$ cat src/common/ide_params.svh
`ifndef IDE_PARAMS_SVH
`define IDE_PARAMS_SVH

// Host data port width in bits.
`define IDE_DATA_W 32

// Address width of one buffer half (4096 words of 16 bits).
`define IDE_BUF_AW 12

// Width of the host and management word counters.
`define IDE_CNT_W 14

// Number of registers on each bus.
`define IDE_NREGS 16

`endif

$ cat src/common/ide_regs_pkg.sv
`default_nettype none
`include "ide_params.svh"

package ide_regs_pkg;

	typedef logic [7:0]  tf_byte_t;   // One task-file register byte.
	typedef logic [15:0] tf_word_t;   // Management data word.
	typedef logic [31:0] lba_hi_t;    // Cylinder low and high with their HOB bytes.
	typedef logic [$clog2(`IDE_NREGS)-1:0] io_addr_t;
	typedef logic [$clog2(`IDE_NREGS)-1:0] mgmt_addr_t;

	// Host register map. Address 14 is alternate status on read and device control on write.
	localparam io_addr_t IO_DATA    = 4'd0;
	localparam io_addr_t IO_FEATURE = 4'd1;
	localparam io_addr_t IO_SECCNT  = 4'd2;
	localparam io_addr_t IO_SECTOR  = 4'd3;
	localparam io_addr_t IO_CYL_LO  = 4'd4;
	localparam io_addr_t IO_CYL_HI  = 4'd5;
	localparam io_addr_t IO_DRVHEAD = 4'd6;
	localparam io_addr_t IO_CMD     = 4'd7;
	localparam io_addr_t IO_DEVCTL  = 4'd14;
	localparam io_addr_t IO_DRVADDR = 4'd15;

	// Management register map.
	localparam mgmt_addr_t MG_PARAM  = 4'd0;
	localparam mgmt_addr_t MG_TF_LO  = 4'd1;
	localparam mgmt_addr_t MG_CYL_LO = 4'd2;
	localparam mgmt_addr_t MG_TF_HI  = 4'd3;
	localparam mgmt_addr_t MG_CYL_HI = 4'd4;
	localparam mgmt_addr_t MG_STATUS = 4'd5;
	localparam mgmt_addr_t MG_CONFIG = 4'd6;
	localparam mgmt_addr_t MG_DATA   = 4'd15;

endpackage

`default_nettype wire

$ cat src/common/ide_xfer_pkg.sv
`default_nettype none
`include "ide_params.svh"

package ide_xfer_pkg;

	// ##########################################################################
	// Request codes to the management side.
	// ##########################################################################

	typedef logic [2:0] req_code_t;

	localparam req_code_t REQ_IDLE  = 3'b000;
	localparam req_code_t REQ_CMD   = 3'b100;   // New command written by the host.
	localparam req_code_t REQ_DATA  = 3'b101;   // Next data block is wanted.
	localparam req_code_t REQ_RESET = 3'b110;

	// ##########################################################################
	// Status byte and transfer state.
	// ##########################################################################

	typedef logic [7:0] status_t;

	localparam int ST_BSY = 7;
	localparam int ST_DRQ = 3;

	localparam status_t STAT_BUSY  = 8'h80;   // After reset and while a command is queued.
	localparam status_t STAT_READY = 8'h40;

	typedef logic [`IDE_CNT_W-1:0] xfer_cnt_t;

	typedef enum logic [1:0] {
		PH_RESET,   // Hardware or software reset seen.
		PH_BUSY,    // Waiting on the management side.
		PH_DATA,    // Block transfer with drq held.
		PH_DONE
	} cmd_phase_e;

endpackage

`default_nettype wire

$ cat src/ide/ide_taskfile.sv
`timescale 1ns/1ps
`default_nettype none
`include "ide_params.svh"

module ide_taskfile
	import ide_regs_pkg::*, ide_xfer_pkg::*;
(
	input  logic                   clk,
	input  logic                   rst_n,
	input  logic                   reset,
	input  logic [`IDE_NREGS-1:0]  io_reg_we,
	input  logic [`IDE_NREGS-1:0]  mgmt_reg_we,
	input  tf_byte_t               io_writedata,
	input  tf_word_t               mgmt_writedata,
	input  logic                   io_read,
	input  io_addr_t               io_address,
	input  logic                   io_32,
	input  mgmt_addr_t             mgmt_address,
	input  status_t                status,
	input  logic                   hob,
	input  logic [1:0]             present,
	input  logic                   use_fast,
	input  logic                   io_done,
	input  logic [`IDE_DATA_W-1:0] buf_q,
	input  logic [`IDE_DATA_W-1:0] buf_readdata,
	input  logic                   io_word_odd,
	input  logic                   mgmt_word_odd,
	output logic [`IDE_DATA_W-1:0] io_readdata,
	output tf_word_t               mgmt_readdata,
	output logic                   drv_sel,
	output xfer_cnt_t              blk_size
);

	tf_byte_t features;
	tf_byte_t error;
	tf_word_t sector_count;   // HOB byte in the upper half.
	tf_word_t sector;
	lba_hi_t  cylinder;
	tf_byte_t drv_addr;
	tf_byte_t command;
	tf_word_t io_lo;

	assign drv_sel = drv_addr[4];

	// ##########################################################################
	// Registers.
	// ##########################################################################

	always_ff @(posedge clk) begin
		if (!rst_n) begin
			features <= '0;
			error    <= '0;
			blk_size <= '0;
			command  <= '0;
		end else begin
			if (io_reg_we[IO_FEATURE])
				features <= io_writedata;
			if (io_reg_we[IO_CMD])
				command <= io_writedata;
			if (mgmt_reg_we[MG_PARAM]) begin
				error    <= mgmt_writedata[15:8];
				blk_size <= {mgmt_writedata[`IDE_CNT_W-9:0], 8'h00};   // In sectors.
			end
		end
	end

	// Software reset reloads the device signature as well.
	always_ff @(posedge clk) begin
		if (reset) begin
			sector_count <= 16'd1;
			sector       <= 16'd1;
			cylinder     <= '1;
			drv_addr     <= '0;
		end else begin
			// A host write moves the previous byte up into the HOB position.
			if (io_reg_we[IO_SECCNT])
				sector_count <= {sector_count[7:0], io_writedata};
			if (io_reg_we[IO_SECTOR])
				sector <= {sector[7:0], io_writedata};
			if (io_reg_we[IO_CYL_LO])
				{cylinder[23:16], cylinder[7:0]} <= {cylinder[7:0], io_writedata};
			if (io_reg_we[IO_CYL_HI])
				{cylinder[31:24], cylinder[15:8]} <= {cylinder[15:8], io_writedata};
			if (io_reg_we[IO_DRVHEAD])
				drv_addr <= io_writedata;

			// Management loads come later and take priority.
			if (mgmt_reg_we[MG_TF_LO]) begin
				sector_count[7:0] <= mgmt_writedata[7:0];
				sector[7:0]       <= mgmt_writedata[15:8];
			end
			if (mgmt_reg_we[MG_TF_HI]) begin
				sector_count[15:8] <= mgmt_writedata[7:0];
				sector[15:8]       <= mgmt_writedata[15:8];
			end
			if (mgmt_reg_we[MG_CYL_LO])
				cylinder[15:0] <= mgmt_writedata;
			if (mgmt_reg_we[MG_CYL_HI])
				cylinder[31:16] <= mgmt_writedata;
			if (mgmt_reg_we[MG_STATUS])
				drv_addr <= mgmt_writedata[7:0];
		end
	end

	// ##########################################################################
	// Read multiplexers.
	// ##########################################################################

	// A 16-bit read of an odd word takes the upper buffer half.
	assign io_lo = (!io_32 && io_word_odd) ? buf_q[31:16] : buf_q[15:0];

	always_ff @(posedge clk) begin
		if (io_read) begin
			if (present == 2'b00) begin
				io_readdata <= '1;   // Floating bus with no drive attached.
			end else begin
				case (io_address)
					IO_DATA:    io_readdata <= status[ST_DRQ] ? {buf_q[31:16], io_lo} : '0;
					IO_FEATURE: io_readdata <= {24'd0, error};
					IO_SECCNT:  io_readdata <= {24'd0, hob ? sector_count[15:8] : sector_count[7:0]};
					IO_SECTOR:  io_readdata <= {24'd0, hob ? sector[15:8] : sector[7:0]};
					IO_CYL_LO:  io_readdata <= {24'd0, hob ? cylinder[23:16] : cylinder[7:0]};
					IO_CYL_HI:  io_readdata <= {24'd0, hob ? cylinder[31:24] : cylinder[15:8]};
					IO_DRVHEAD: io_readdata <= {24'd0, drv_addr};
					IO_CMD,
					IO_DEVCTL:  io_readdata <= {24'd0, status};
					IO_DRVADDR: io_readdata <= {24'd0, 2'b10, ~drv_addr[3:0], ~drv_addr[4], drv_addr[4]};
					default:    io_readdata <= '0;
				endcase
			end
		end
	end

	always_ff @(posedge clk) begin
		case (mgmt_address)
			MG_PARAM:  mgmt_readdata <= {features, 6'd0, use_fast, io_done};
			MG_TF_LO:  mgmt_readdata <= {sector[7:0], sector_count[7:0]};
			MG_CYL_LO: mgmt_readdata <= cylinder[15:0];
			MG_TF_HI:  mgmt_readdata <= {sector[15:8], sector_count[15:8]};
			MG_CYL_HI: mgmt_readdata <= cylinder[31:16];
			MG_STATUS: mgmt_readdata <= {command, drv_addr};
			MG_DATA:   mgmt_readdata <= mgmt_word_odd ? buf_readdata[31:16] : buf_readdata[15:0];
			default:   mgmt_readdata <= '0;
		endcase
	end

endmodule

`default_nettype wire

$ cat config.mk
export PLATFORM = sky130hd
export DESIGN_NAME = ide_taskfile
export DESIGN_NICKNAME = d
export VERILOG_FILES = /design/src/common/ide_regs_pkg.sv /design/src/common/ide_xfer_pkg.sv /design/src/ide/ide_taskfile.sv
export VERILOG_INCLUDE_DIRS = /design/src /design/src/common
export SDC_FILE = /design/constraint.sdc
export NUM_CORES = 1
export LEC_CHECK = 0
export BUFFER_PORTS_ARGS = -buffer_cell sky130_fd_sc_hd__buf_2
export CAP_MARGIN = 0
export CORE_ASPECT_RATIO = 0.75
export CORE_MARGIN = 3
export CORE_UTILIZATION = 35
export CTS_CLUSTER_DIAMETER = 80
export DETAILED_ROUTE_END_ITERATION = 6
export GPL_TIMING_DRIVEN = 0
export PLACE_DENSITY = 0.57
export SLEW_MARGIN = 40
export SYNTH_ARGS = -nofsm -noshare
export SYNTH_HDL_FRONTEND = slang
export SYNTH_SLANG_ARGS = --single-unit
$ cat constraint.sdc
create_clock -name clk -period 1.7 [get_ports clk]
set_clock_uncertainty 0.05 [all_clocks]
set_input_delay 0.17 -clock clk [delete_from_list [all_inputs] [get_ports clk]]
set_output_delay 0.17 -clock clk [all_outputs]
set_load 0.02 [all_outputs]
==> flow_metrics.tcl <==
set metrics [dict create \
    max-slew-margin-rel_pct 46.4 \
    diodes 0 \
    fin_area_um2 10100 \
    vias_per_cell 5.37 \
    wl_per_cell_um 22.1 \
    drive_gt1_share_pct 27.7 \
    vias 7221 \
    finalHoldViolations 0 \
    cts_made_buffers 17 \
    path_clk_slew_ns 0.06 \
    worstPathMaxFanout 10 \
    power_density_nw_per_um2 962 \
    htree_levels 4 \
    total_power_mw 9.75 \
    synth_top_cell_area_share_pct 29.2 \
    netlist-cell-type-count 51 \
    dr.pass1.iters 5 \
    rsz0062_at_grt "no" \
    grt_max_degree 33 \
    worstRegToRegCells 4 \
    p_comb_share_pct 17.4 \
    final_common_cell "buf_2" \
    whs_ns 0.0108 \
    fp.coreArea_um2 22400 \
    critPathCaptureType "flip-flop" \
    slew_viol_final 0 \
    synthTopCellsByArea "dfxtp_1, mux2i_1, edfxtp_1, mux2_2, nor2_1" \
    async_flop_share_pct 0 \
    p_sw_share_pct 27.8 \
    die_w_um 182 \
    clk_path_buf_depth 2 \
    io_buffer_count 164 \
    hold_class "in -> reg" \
    synth.avg_cell_area_um2 9.79 \
    overflow 0 \
    initial_core_util_pct 36.1 \
    synth_edf_count 32 \
    switchingPower_mw 2.71 \
    antenna_found_initial 1 \
    seq_area_frac_synth_pct 41.1 \
    fin_nets 1185 \
    cp-start-kind "input pin" \
    root_buffer "clkbuf_16" \
    path_class "in -> reg" \
    pwr-share-clk_pct 40.7 \
    fp.dieH_um 138 \
    seq_power_share_pct 41.9 \
    syn_to_final_growth_pct 25.2 \
    worstPathRequired_ns 1.93 \
    timing.final.crit_share_pct 93.2 \
    p_int_mw 7.04 \
    synth.largest_area_cell "dfxtp_1" \
    insertion_delay_ns 0.44 \
    synth_seq_cells 150 \
    arrival_ns 1.82 \
    routed_wl_um 29700 \
    final_core_util_pct 45.2 \
    mostFrequentLayoutCells "buf_2, mux2i_1, dfxtp_1, nor2_1, a21oi_1" \
    synth_ff_type "dfxtp_1" \
    first_global_vias 6825 \
    io_pins 211 \
    yosysWarnings 0 \
    worst_pin_slew_ns 0.802 \
    clock-sinks 150 \
    cts_tree "built" \
    synth_area_um2 8090 \
    ir_drop_mv 0.697 \
    initialDrtViolationCount 777 \
    drv_cap 0 \
    hpwl_um 22400 \
    final.min_clock_period_ns 1.58 \
    gp_congestion 0.897 \
    max_freq_mhz 631 \
    status "finished clean" \
    placed_area_um2 9330 \
    hold_depth 3 \
    synthCells 827 \
    ant_nets 0 \
    rows 47 \
    grt.total_usage_pct 23.6 \
    drc_errors 0 \
    final-setup-viol-count 0 \
    dieArea_um2 25000 \
    grt_pass1_wl_um 43500 \
    p_leak_nw 4.48 \
]
-- per-layer routing --
layer | global-route usage (%) | share of wire, %
met5 | 0 | 0
met4 | 4.74 | 1.2
met3 | 5.83 | 8.6
met2 | 35.1 | 43
met1 | 34.8 | 47
-- power by group through the flow --
stage | Combinational (mW) | Clock, mW | Sequential, mW
after global routing | 1.83 | 4.17 | 4.11
after detailed placement | 1.64 | 0 | 4.16
after global placement | 1.62 | 0 | 4.15
final | 1.70 | 3.96 | 4.09
after floorplan | 0.887 | 0 | 4.24
after CTS | 1.68 | 4.00 | 4.08
-- layout make-up --
class / instances / area, um2
clock buffers: 24 / 482
repair buffers: 184 / 1020
clock inverters: 8 / 123
flip-flops and latches: 150 / 3320
plain buffers: 79 / 415
fillers: 2198 / 12300
well taps: 294 / 368
multi-input cells: 602 / 4390
inverters: 3 / 11.3
-- kinds of logic (layout without fill, tap and decap cells) --
kind of cell    Yosys count  after routing  share of synthesized area [%]
xor+xnor                  1              1                          0.108
flops                   150            150                           41.1
mux                     216            216                           27.4
simple gates            239            239                           14.9
compound gates          138            138                           11.2
other cells               1              8                         0.0463
buf+inv                  82            298                           5.27
-- critical path, cell delays in order --
cell and delay (ns):
buf_2 0.19, nand4_1 0.35, buf_2 0.37, o2bb2ai_1 0.12, a221oi_1 0.45, o31ai_1 0.16
-- state kept, by name (all words and copies together) (netlist names) --
| signal | flops |
|---|---|
| features | 8 |
| mgmt_readdata | 16 |
| command | 8 |
| drv_addr | 8 |
| sector_count | 16 |
| error | 8 |
| cylinder | 32 |
| sector | 16 |
| blk_size | 6 |
| io_readdata | 32 |
-- metrics by stage --
step	setup WS [ns]	TNS, ns	instances
4_1_cts	0.0517	0	1344
5_1_grt	0.0258	0	1344
2_1_floorplan	0.110	0	834
6_report	0.115	0	1344
3_3_place_gp	-0.323	-3.68	1292
3_5_place_dp	-0.294	-3.44	1292
-- Yosys cell counts, drive strengths merged (14+ instances only) --
cell / instances
nor2b: 31
mux2i: 169
dfxtp: 118
a221oi: 14
a21oi: 52
mux2: 47
buf: 42
edfxtp: 32
nand2: 46
o21ai: 17
nor2: 99
nand2b: 34
clkbuf: 37
-- final timing paths --
path                                           to       startpoint  slack (ns)
worst min register to register       blk_size[10]     blk_size[10]        0.47
worst max register to register     io_readdata[6]        sector[6]        0.12
worst max-delay path            mgmt_readdata[13]  mgmt_address[3]        0.12
worst min-delay path             mgmt_readdata[6]  buf_readdata[6]        0.01
-- timing repair --
item | CTS | global route
endpoints found under the hold margin | 22 | 0
hold buffers | 20 | 0
gates resized for setup | 0 | 1
buffers inserted | 0 | 0
endpoints found under the setup margin | 0 | 1
Power figures use the tool's default switching activity.
