--- src/common/ide_params.svh ---
`ifndef IDE_PARAMS_SVH
`define IDE_PARAMS_SVH

// Host data port width in bits.
`define IDE_DATA_W 32

// Address width of one buffer half (4096 words of 16 bits).
`define IDE_BUF_AW 12

// Width of the host and management word counters.
`define IDE_CNT_W 14

// Number of registers on each bus.
`define IDE_NREGS 16

`endif

--- src/common/ide_regs_pkg.sv ---
`default_nettype none
`include "ide_params.svh"

package ide_regs_pkg;

	typedef logic [7:0]  tf_byte_t;   // One task-file register byte.
	typedef logic [15:0] tf_word_t;   // Management data word.
	typedef logic [31:0] lba_hi_t;    // Cylinder low and high with their HOB bytes.
	typedef logic [$clog2(`IDE_NREGS)-1:0] io_addr_t;
	typedef logic [$clog2(`IDE_NREGS)-1:0] mgmt_addr_t;

	// Host register map. Address 14 is alternate status on read and device control on write.
	localparam io_addr_t IO_DATA    = 4'd0;
	localparam io_addr_t IO_FEATURE = 4'd1;
	localparam io_addr_t IO_SECCNT  = 4'd2;
	localparam io_addr_t IO_SECTOR  = 4'd3;
	localparam io_addr_t IO_CYL_LO  = 4'd4;
	localparam io_addr_t IO_CYL_HI  = 4'd5;
	localparam io_addr_t IO_DRVHEAD = 4'd6;
	localparam io_addr_t IO_CMD     = 4'd7;
	localparam io_addr_t IO_DEVCTL  = 4'd14;
	localparam io_addr_t IO_DRVADDR = 4'd15;

	// Management register map.
	localparam mgmt_addr_t MG_PARAM  = 4'd0;
	localparam mgmt_addr_t MG_TF_LO  = 4'd1;
	localparam mgmt_addr_t MG_CYL_LO = 4'd2;
	localparam mgmt_addr_t MG_TF_HI  = 4'd3;
	localparam mgmt_addr_t MG_CYL_HI = 4'd4;
	localparam mgmt_addr_t MG_STATUS = 4'd5;
	localparam mgmt_addr_t MG_CONFIG = 4'd6;
	localparam mgmt_addr_t MG_DATA   = 4'd15;

endpackage

`default_nettype wire

--- src/common/ide_xfer_pkg.sv ---
`default_nettype none
`include "ide_params.svh"

package ide_xfer_pkg;

	// ##########################################################################
	// Request codes to the management side.
	// ##########################################################################

	typedef logic [2:0] req_code_t;

	localparam req_code_t REQ_IDLE  = 3'b000;
	localparam req_code_t REQ_CMD   = 3'b100;   // New command written by the host.
	localparam req_code_t REQ_DATA  = 3'b101;   // Next data block is wanted.
	localparam req_code_t REQ_RESET = 3'b110;

	// ##########################################################################
	// Status byte and transfer state.
	// ##########################################################################

	typedef logic [7:0] status_t;

	localparam int ST_BSY = 7;
	localparam int ST_DRQ = 3;

	localparam status_t STAT_BUSY  = 8'h80;   // After reset and while a command is queued.
	localparam status_t STAT_READY = 8'h40;

	typedef logic [`IDE_CNT_W-1:0] xfer_cnt_t;

	typedef enum logic [1:0] {
		PH_RESET,   // Hardware or software reset seen.
		PH_BUSY,    // Waiting on the management side.
		PH_DATA,    // Block transfer with drq held.
		PH_DONE
	} cmd_phase_e;

endpackage

`default_nettype wire

--- src/ide/ide_sequencer.sv ---
`timescale 1ns/1ps
`default_nettype none
`include "ide_params.svh"

module ide_sequencer
	import ide_regs_pkg::*, ide_xfer_pkg::*;
(
	input  logic                  clk,
	input  logic                  rst_n,
	input  io_addr_t              io_address,
	input  logic                  io_read,
	input  logic                  io_write,
	input  tf_byte_t              io_writedata,
	input  mgmt_addr_t            mgmt_address,
	input  logic                  mgmt_write,
	input  tf_word_t              mgmt_writedata,
	input  logic                  drv_sel,
	input  logic                  io_done,
	output logic [`IDE_NREGS-1:0] io_reg_we,
	output logic [`IDE_NREGS-1:0] mgmt_reg_we,
	output logic                  reset,
	output status_t               status,
	output req_code_t             request,
	output logic                  irq,
	output logic                  io_wait,
	output logic                  hob,
	output logic [1:0]            present,
	output logic                  fast_read
);

	cmd_phase_e phase;
	status_t    post_status;
	logic [1:0] hob_ena;
	logic       use_wait;
	logic       sw_reset;
	logic       disable_irq;
	logic       hob_pre;
	logic       last_read;
	logic       post;
	logic       blk_end;

	// ##########################################################################
	// Bus decode and configuration.
	// ##########################################################################

	// Host writes are dropped while neither drive is present.
	assign io_reg_we   = (io_write && |present) ? `IDE_NREGS'(1) << io_address : '0;
	assign mgmt_reg_we = mgmt_write ? `IDE_NREGS'(1) << mgmt_address : '0;

	assign post    = mgmt_reg_we[MG_STATUS];
	assign blk_end = io_done && phase == PH_DATA;
	assign reset   = !rst_n || sw_reset;

	// Status as posted by the management side, bit 5 and bits 2:1 read as zero.
	assign post_status = {mgmt_writedata[15:14], 1'b0, mgmt_writedata[12:11], 2'b00,
		mgmt_writedata[8]};

	// Each drive field has its own enable bit in the same word.
	always_ff @(posedge clk) begin
		if (!rst_n) begin
			present  <= '0;
			hob_ena  <= '0;
			use_wait <= 1'b0;
		end else if (mgmt_reg_we[MG_CONFIG]) begin
			if (mgmt_writedata[3])
				{hob_ena[0], present[0]} <= mgmt_writedata[1:0];
			if (mgmt_writedata[7])
				{hob_ena[1], present[1]} <= mgmt_writedata[5:4];
			if (mgmt_writedata[9])
				use_wait <= mgmt_writedata[8];
		end
	end

	always_ff @(posedge clk) begin
		if (!rst_n)
			sw_reset <= 1'b0;
		else if (io_reg_we[IO_DEVCTL])
			sw_reset <= io_writedata[2];   // SRST holds the device in reset.
	end

	always_ff @(posedge clk) begin
		if (reset) begin
			disable_irq <= 1'b0;
			hob_pre     <= 1'b0;
			hob         <= 1'b0;
		end else begin
			if (io_reg_we[IO_DEVCTL]) begin
				disable_irq <= io_writedata[1];
				hob_pre     <= io_writedata[7];
			end
			hob <= hob_pre && hob_ena[drv_sel];   // Only for a drive with 48-bit support.
		end
	end

	// ##########################################################################
	// Command phases.
	// ##########################################################################

	always_ff @(posedge clk) begin
		if (reset) begin
			phase     <= PH_RESET;
			status    <= STAT_BUSY;
			request   <= REQ_RESET;
			last_read <= 1'b0;
			fast_read <= 1'b0;
		end else if (post) begin
			status    <= post_status;
			request   <= REQ_IDLE;
			last_read <= mgmt_writedata[9];
			fast_read <= mgmt_writedata[13];
			if (post_status[ST_DRQ])
				phase <= PH_DATA;
			else if (post_status[ST_BSY])
				phase <= PH_BUSY;
			else
				phase <= PH_DONE;
		end else if (io_reg_we[IO_CMD]) begin
			phase   <= PH_BUSY;
			status  <= STAT_BUSY;
			request <= REQ_CMD;
		end else if (blk_end) begin
			last_read <= 1'b0;
			fast_read <= 1'b0;
			if (last_read) begin
				phase  <= PH_DONE;
				status <= STAT_READY;
			end else begin
				phase   <= PH_BUSY;
				status  <= STAT_BUSY;
				request <= REQ_DATA;
			end
		end
	end

	always_ff @(posedge clk) begin
		if (reset)
			irq <= 1'b0;
		else if (post && mgmt_writedata[10] && !disable_irq)
			irq <= 1'b1;
		else if (io_reg_we[IO_CMD] || (io_read && io_address == IO_CMD))
			irq <= 1'b0;   // Reading status acknowledges the interrupt.
	end

	always_ff @(posedge clk) begin
		if (!rst_n)
			io_wait <= 1'b0;
		else if (sw_reset)
			io_wait <= use_wait;
		else if (post)
			io_wait <= 1'b0;
		else if (io_reg_we[IO_CMD] || (blk_end && !last_read))
			io_wait <= use_wait;
	end

	// A data request only follows a block that ran with drq high.
	assert property (@(posedge clk) disable iff (reset)
		$rose(request == REQ_DATA) |-> $past(status[ST_DRQ]));

endmodule

`default_nettype wire

--- config.mk ---
export PLATFORM = sky130hd
export DESIGN_NAME = ide_sequencer
export DESIGN_NICKNAME = d
export VERILOG_FILES = /design/src/common/ide_regs_pkg.sv /design/src/common/ide_xfer_pkg.sv /design/src/ide/ide_sequencer.sv
export VERILOG_INCLUDE_DIRS = /design/src /design/src/common
export SDC_FILE = /design/constraint.sdc
export NUM_CORES = 1
export LEC_CHECK = 0
export BUFFER_PORTS_ARGS = -buffer_cell sky130_fd_sc_hd__buf_2
export CAP_MARGIN = 40
export CORE_MARGIN = 3
export CORE_UTILIZATION = 38
export CTS_BUF_LIST = sky130_fd_sc_hd__clkbuf_8
export DETAILED_ROUTE_END_ITERATION = 8
export PLACE_DENSITY = 0.87
export SETUP_SLACK_MARGIN = 0.4
export SLEW_MARGIN = 0
export SYNTH_ARGS = -nofsm -noshare
export SYNTH_HDL_FRONTEND = slang
export SYNTH_SLANG_ARGS = --single-unit
--- constraint.sdc ---
create_clock -name clk -period 1.4 [get_ports clk]
set_clock_uncertainty 0.2 [all_clocks]
set_input_delay 0.14 -clock clk [delete_from_list [all_inputs] [get_ports clk]]
set_output_delay 0.14 -clock clk [all_outputs]
set_load 0.01 [all_outputs]
==> metrics.cfg, run 1 <==
[run_status]
status = finished, violations left
violations = hold timing, setup timing

[synthesis]
synth_top_area_share = 0.375
yosys-top-cells-area = dfxtp_1, nor2_1, mux2i_1
syn_area_per_cell_sq_um = 7.98
synth_seq_cells = 23
ys.flop_type = dfxtp_1
ys_async_sr_fraction = 0
synth_edf_count = 0
netlist_instances = 154
netlist_area_sq_mm = 0.00123
synth.distinct_cells = 44
yosysSeqAreaShare = 0.375
synth_top_area_cell = dfxtp_1
yosysWarnings = 0

[grt]
grt.total_usage = 0.266
antenna_found_initial = 0
grt_max_degree = 14
grt_pass1_wl_mm = 8.47
grt_overflow = 0
grt_pass1_vias = 1736

[timing]
layout_min_cycle_time_ps = 1820
fin_crit_sh = 1.30
rsz0062_at_grt = yes
fmax_ghz = 0.549
holdWs_ps = -114
fin_ws_ps = -422
setup_viol = 32
drv_slew = 0
finalHoldViolations = 6

[floorplanning]
dieArea_sq_mm = 0.00395
die_x_um = 62.9
num_rows = 20
core_area_sq_mm = 0.00308
die_h_um = 62.9
io-pin-count = 89
start_util = 0.399

[power]
peakVddDrop_uv = 857
p_leak_uw = 0.00125
pwr_density_cell_mw_per_mm2 = 534

[critical_path]
start_kind = flop
crit_arrival_ps = 1480
critical_path_class = flop to output pin
critPathCaptureType = output pin
worst_ep_required_time_ps = 1060
cp_max_fo = 4

[clock_tree]
root_buffer = clkbuf_8
holdBufCountCts = 8
cts_inserted_buffers = 3
cts_tree = yes
clkTransAtPathRegs_ps = 90
cts_buffer_depth = 2
clk-insertion-delay-late_ps = 280
cts_sinks = 23
cts_htree_levels = 1

[placed_design]
placedInstanceArea_sq_mm = 0.00197
place_congestion = 0.789
io_buffers = 78
dpl.hpwl_mm = 3.17

[flow_run]
maxCapViolations = 0

[routing]
drtAntennaViolNets = 0
routed_wl_mm = 6.69
dr.first_iter.drc_count = 153
route.detailed.drc = 0
via_per_inst = 5.54
vias = 1828
firstDrtPassIters = 4
post_drt_wl_per_cell_um = 20.3

[cells_and_area]
final_nets = 326
drive_gt1_frac = 0.717
diodes = 0
final_common_cell = buf_6
final_area_sq_mm = 0.00280
layout_common_cells = buf_6, buf_2, buf_4
synthToLayoutAreaGrowth_pct = 128
fin_util = 0.910

[hold_path]
hold_path.class = input port to flop

power breakdown:
group / switching, uW / leakage [uW] / internal (uW) / total [uW]
logic: 190 / 0.00103 / 187 / 377
registers: 7.47 / 0.000191 / 660 / 667
clock network: 251 / 0.0000255 / 200 / 451
per-layer routing:
metal  track usage  vias to the layer above  part of all wire
met1         0.306                      875              0.37
met2         0.505                      126              0.52
met5             0                        -                 0
li1              -                      796                 -
met3        0.0360                       31             0.070
met4        0.0744                        0             0.041
state kept, by name (all words and copies together), names as in the netlist:
register     cells
disable_irq      1
fast_read        1
hob              1
hob_ena          2
hob_pre          1
io_wait          1
irq              1
last_read        1
phase            2
present          2
request          3
status           5
sw_reset         1
use_wait         1
cells by family (layout without fill, tap and decap cells):
kind of cell | Yosys count | after routing | share of synthesized area
compound gates | 27 | 27 | 0.150
simple gates | 84 | 84 | 0.359
flops | 23 | 23 | 0.375
other cells | 1 | 3 | 0.00305
buf+inv | 13 | 143 | 0.0642
mux | 6 | 6 | 0.0489
through the flow:
step	TNS, ps	setup slack, ps	power, uW	std cells
3_5_place_dp	-724	-98.5	895	294
3_3_place_gp	-419	-67.3	889	294
2_1_floorplan	-130	-45.0	780	156
4_1_cts	-4550	-356	1390	319
6_report	-8300	-422	1500	330
5_1_grt	-10060	-486	1540	330
critical path: stages (launching register included):
cell	delay (ps)
dfxtp_4	380
o21a_1	170
nand2_1	100
or2_4	300
nor3_4	110
buf_2	140
cell usage after synthesis (2+ instances only):
library cell,instances
nand3_1,9
o211ai_1,3
nand3b_1,4
o21ai_0,9
a21oi_1,4
nor2_1,26
nand2b_1,2
buf_6,2
buf_4,3
a31o_1,2
mux2i_1,6
and3_1,3
inv_1,4
nand2_1,11
nor3_1,9
clkbuf_1,2
nor2b_1,6
dfxtp_1,23
area by class of cell:
| type | instances | area (sq um) |
|---|---|---|
| multi-input cells | 120 | 1050 |
| fillers | 125 | 278 |
| flip-flops and latches | 23 | 484 |
| well taps | 44 | 55.1 |
| repair buffers | 134 | 1140 |
| clock buffers | 3 | 41.3 |
| inverters | 5 | 23.8 |
| clock inverters | 1 | 5.00 |
path summary, 6_finish.rpt:
kind | from | slack, ps | cells after the start | end
worst max register to register | present[1]$_SDFFE_PN0P_ | -300 | 8 | disable_irq$_SDFFE_PP0P_
worst min-delay path | mgmt_writedata[11] | -110 | 2 | phase[0]$_SDFFE_PP0P_
worst max-delay path | present[1]$_SDFFE_PN0P_ | -420 | 5 | io_reg_we[8]
worst min register to register | hob_pre$_SDFFE_PP0P_ | 260 | 2 | hob$_SDFF_PP0_
repair_timing:
item | CTS | global route
endpoints found under the setup margin | 70 | 70
resized for setup | 76 | 49
pin swaps | 21 | 22
buffers inserted | 13 | 11
hold endpoints to repair | 14 | 4
(Power assumes the default switching activity.)
==> run 2, diff against run 1 <==
Settings changed: CORE_UTILIZATION 38 to 42, PLACE_DENSITY 0.87 to 0.9.
Clock period 1.4 ns to 1.96 ns, I/O delays scaled along.
==> metrics.cfg, run 2 (synthesis gave the netlist of run 1 again) <==
[run_status]
status = finished clean

[floorplanning]
io-pin-count = 89  ; unchanged
core_area_sq_mm = 0.00264  ; -14%
dieArea_sq_mm = 0.00361  ; -8.6%
num_rows = 18  ; -10%
die_h_um = 60.1  ; -4.4%
start_util = 0.466  ; +0.0671
die_x_um = 60.1  ; -4.4%

[clock_tree]
root_buffer = clkbuf_8
cts_htree_levels = 1  ; unchanged
clk-insertion-delay-late_ps = 270  ; about the same
cts_inserted_buffers = 3  ; unchanged
cts_sinks = 23  ; unchanged
cts_buffer_depth = 2  ; unchanged
cts_tree = yes
clkTransAtPathRegs_ps = 80  ; about the same

[cells_and_area]
largest_reg_flops = 5  ; unchanged
final_area_sq_mm = 0.00190  ; -32%
fillCellCount = 208  ; +66%
synthToLayoutAreaGrowth_pct = 54.5
final_common_cell = buf_2
final_nets = 291  ; -11%
layout_common_cells = buf_2, nor2_1, dfxtp_1
largest_registers = status x5, request x3
top_register = status
diodes = 0  ; unchanged
finalNonFillerCells = 281  ; -15%
drive_gt1_frac = 0.462  ; -0.255

[timing]
setup_viol = 0  ; -100%
rsz0062_at_grt = yes
fin_crit_sh = 0.898
fmax_ghz = 0.568
finalSetupTns_ps = 0  ; +8300 ps
finalHoldViolations = 0  ; -6
drv_slew = 0  ; unchanged
holdWs_ps = 3.59  ; +117 ps
fin_ws_ps = 200  ; +622 ps
layout_min_cycle_time_ps = 1760

[routing]
drtAntennaViolNets = 0  ; unchanged
route.detailed.drc = 0  ; unchanged
post_drt_wl_per_cell_um = 13.2  ; -35%
dr.first_iter.drc_count = 45  ; -71%
routed_wl_mm = 3.70  ; -45%
vias = 1445  ; -21%
firstDrtPassIters = 4  ; unchanged
via_per_inst = 5.14  ; -7.2%

[critical_path]
rr_worst_depth = 4  ; -4
cp_max_fo = 4  ; unchanged
crit_arrival_ps = 1360  ; -120 ps
slowest_delay_ps = 380  ; about the same
critPathCaptureType = output pin
start_kind = flop
critical_path_class = flop to output pin
rr_endpoint = phase[1]$_SDFFE_PP0P_
r2r_setup_slack_ps = 350  ; +650 ps
crit_chain = o21ai_2 -> or3_4 -> nor3_2 -> buf_2
worst_ep_required_time_ps = 1560  ; +500 ps
cp_slowest_cell = or3_4
regToRegStartpoint = present[1]$_SDFFE_PN0P_

[flow_run]
maxCapViolations = 0  ; unchanged

[grt]
grt_max_degree = 15  ; +1
grt_overflow = 0  ; unchanged
grt.total_usage = 0.203  ; -0.0634
grt_pass1_wl_mm = 5.58  ; -34%
grt_pass1_vias = 1317  ; -24%
antenna_found_initial = 0  ; unchanged

[placed_design]
place_congestion = 0.880  ; +11%
dp_cells = 259  ; -12%
pre_cts_ws_ps = 203  ; +301 ps
dpl.hpwl_mm = 2.62  ; -17%
placedInstanceArea_sq_mm = 0.00165  ; -16%
io_buffers = 78  ; unchanged

[power]
pwr_density_cell_mw_per_mm2 = 484  ; -9.4%
peakVddDrop_uv = 547  ; -36%
p_leak_uw = 0.000955  ; -24%

[hold_path]
min_from = mgmt_writedata[9]
hold_path.class = input port to flop
min_path_cells = 3  ; +1
holdPathEnd = last_read$_SDFFE_PP0P_

[run 2: routing by layer]
metal | GRT usage | part of all wire | up-vias
met5 | 0 | 0 | -
met1 | 0.228 | 0.41 | 655
met2 | 0.372 | 0.50 | 54
met4 | 0.0696 | 0.016 | 0
met3 | 0.0432 | 0.074 | 7
li1 | - | - | 729
[run 2: timing repair]
item                       CTS  global route
setup buffers                4             4
pin swaps                    2             2
hold endpoints to repair    10             0
hold buffers                10             0
setup endpoints to repair   25            25
gates resized for setup      9             6
[run 2: critical path, delay by kind of cell (launching register included)]
kind,cells,cell delay (ps)
AO/OA/AOI/OAI,1,100
flip-flops,1,370
buffers and inverters,1,140
AND/OR/NAND/NOR,2,480
[run 2: layout make-up]
type,count,area [sq um],area share
clock buffer,3,41.3,0.0218
tap,30,37.5,0.0198
timing repair buffer,99,573,0.302
inverter,5,21.3,0.0112
sequential,23,469,0.247
clock inverter,1,7.51,0.00396
multi-input combinational,120,748,0.394
[run 2: metrics by stage]
stage | utilization | total power (uW)
detailed placement | 0.626 | 603
global route | 0.720 | 963
finish | 0.720 | 918
floorplan | - | 547
global placement | 0.626 | 601
CTS | 0.701 | 914
[run 2: where the power goes]
| group | switching [uW] | leakage, uW | total (uW) | internal, uW |
|---|---|---|---|---|
| Sequential | 3.47 | 0.000188 | 474 | 470 |
| Clock | 158 | 0.0000217 | 302 | 144 |
| Combinational | 74.3 | 0.000745 | 143 | 68.5 |
| Total | 235 | 0.000955 | 918 | 683 |
[run 2: worst max-delay path by stage]
stage | start | endpoint | slack [ps] | cells after the start
after floorplan | present[1]$_SDFFE_PN0P_ | status[7]$_SDFFE_PP1P_ | 380 | 4
after global placement | mgmt_address[3] | phase[0]$_SDFFE_PP0P_ | 230 | 6
after detailed placement | mgmt_address[3] | phase[0]$_SDFFE_PP0P_ | 200 | 6
after CTS | present[1]$_SDFFE_PN0P_ | io_reg_we[0] | 210 | 4
after global routing | present[0]$_SDFFE_PN0P_ | io_reg_we[8] | 120 | 5
final | present[1]$_SDFFE_PN0P_ | io_reg_we[0] | 200 | 4
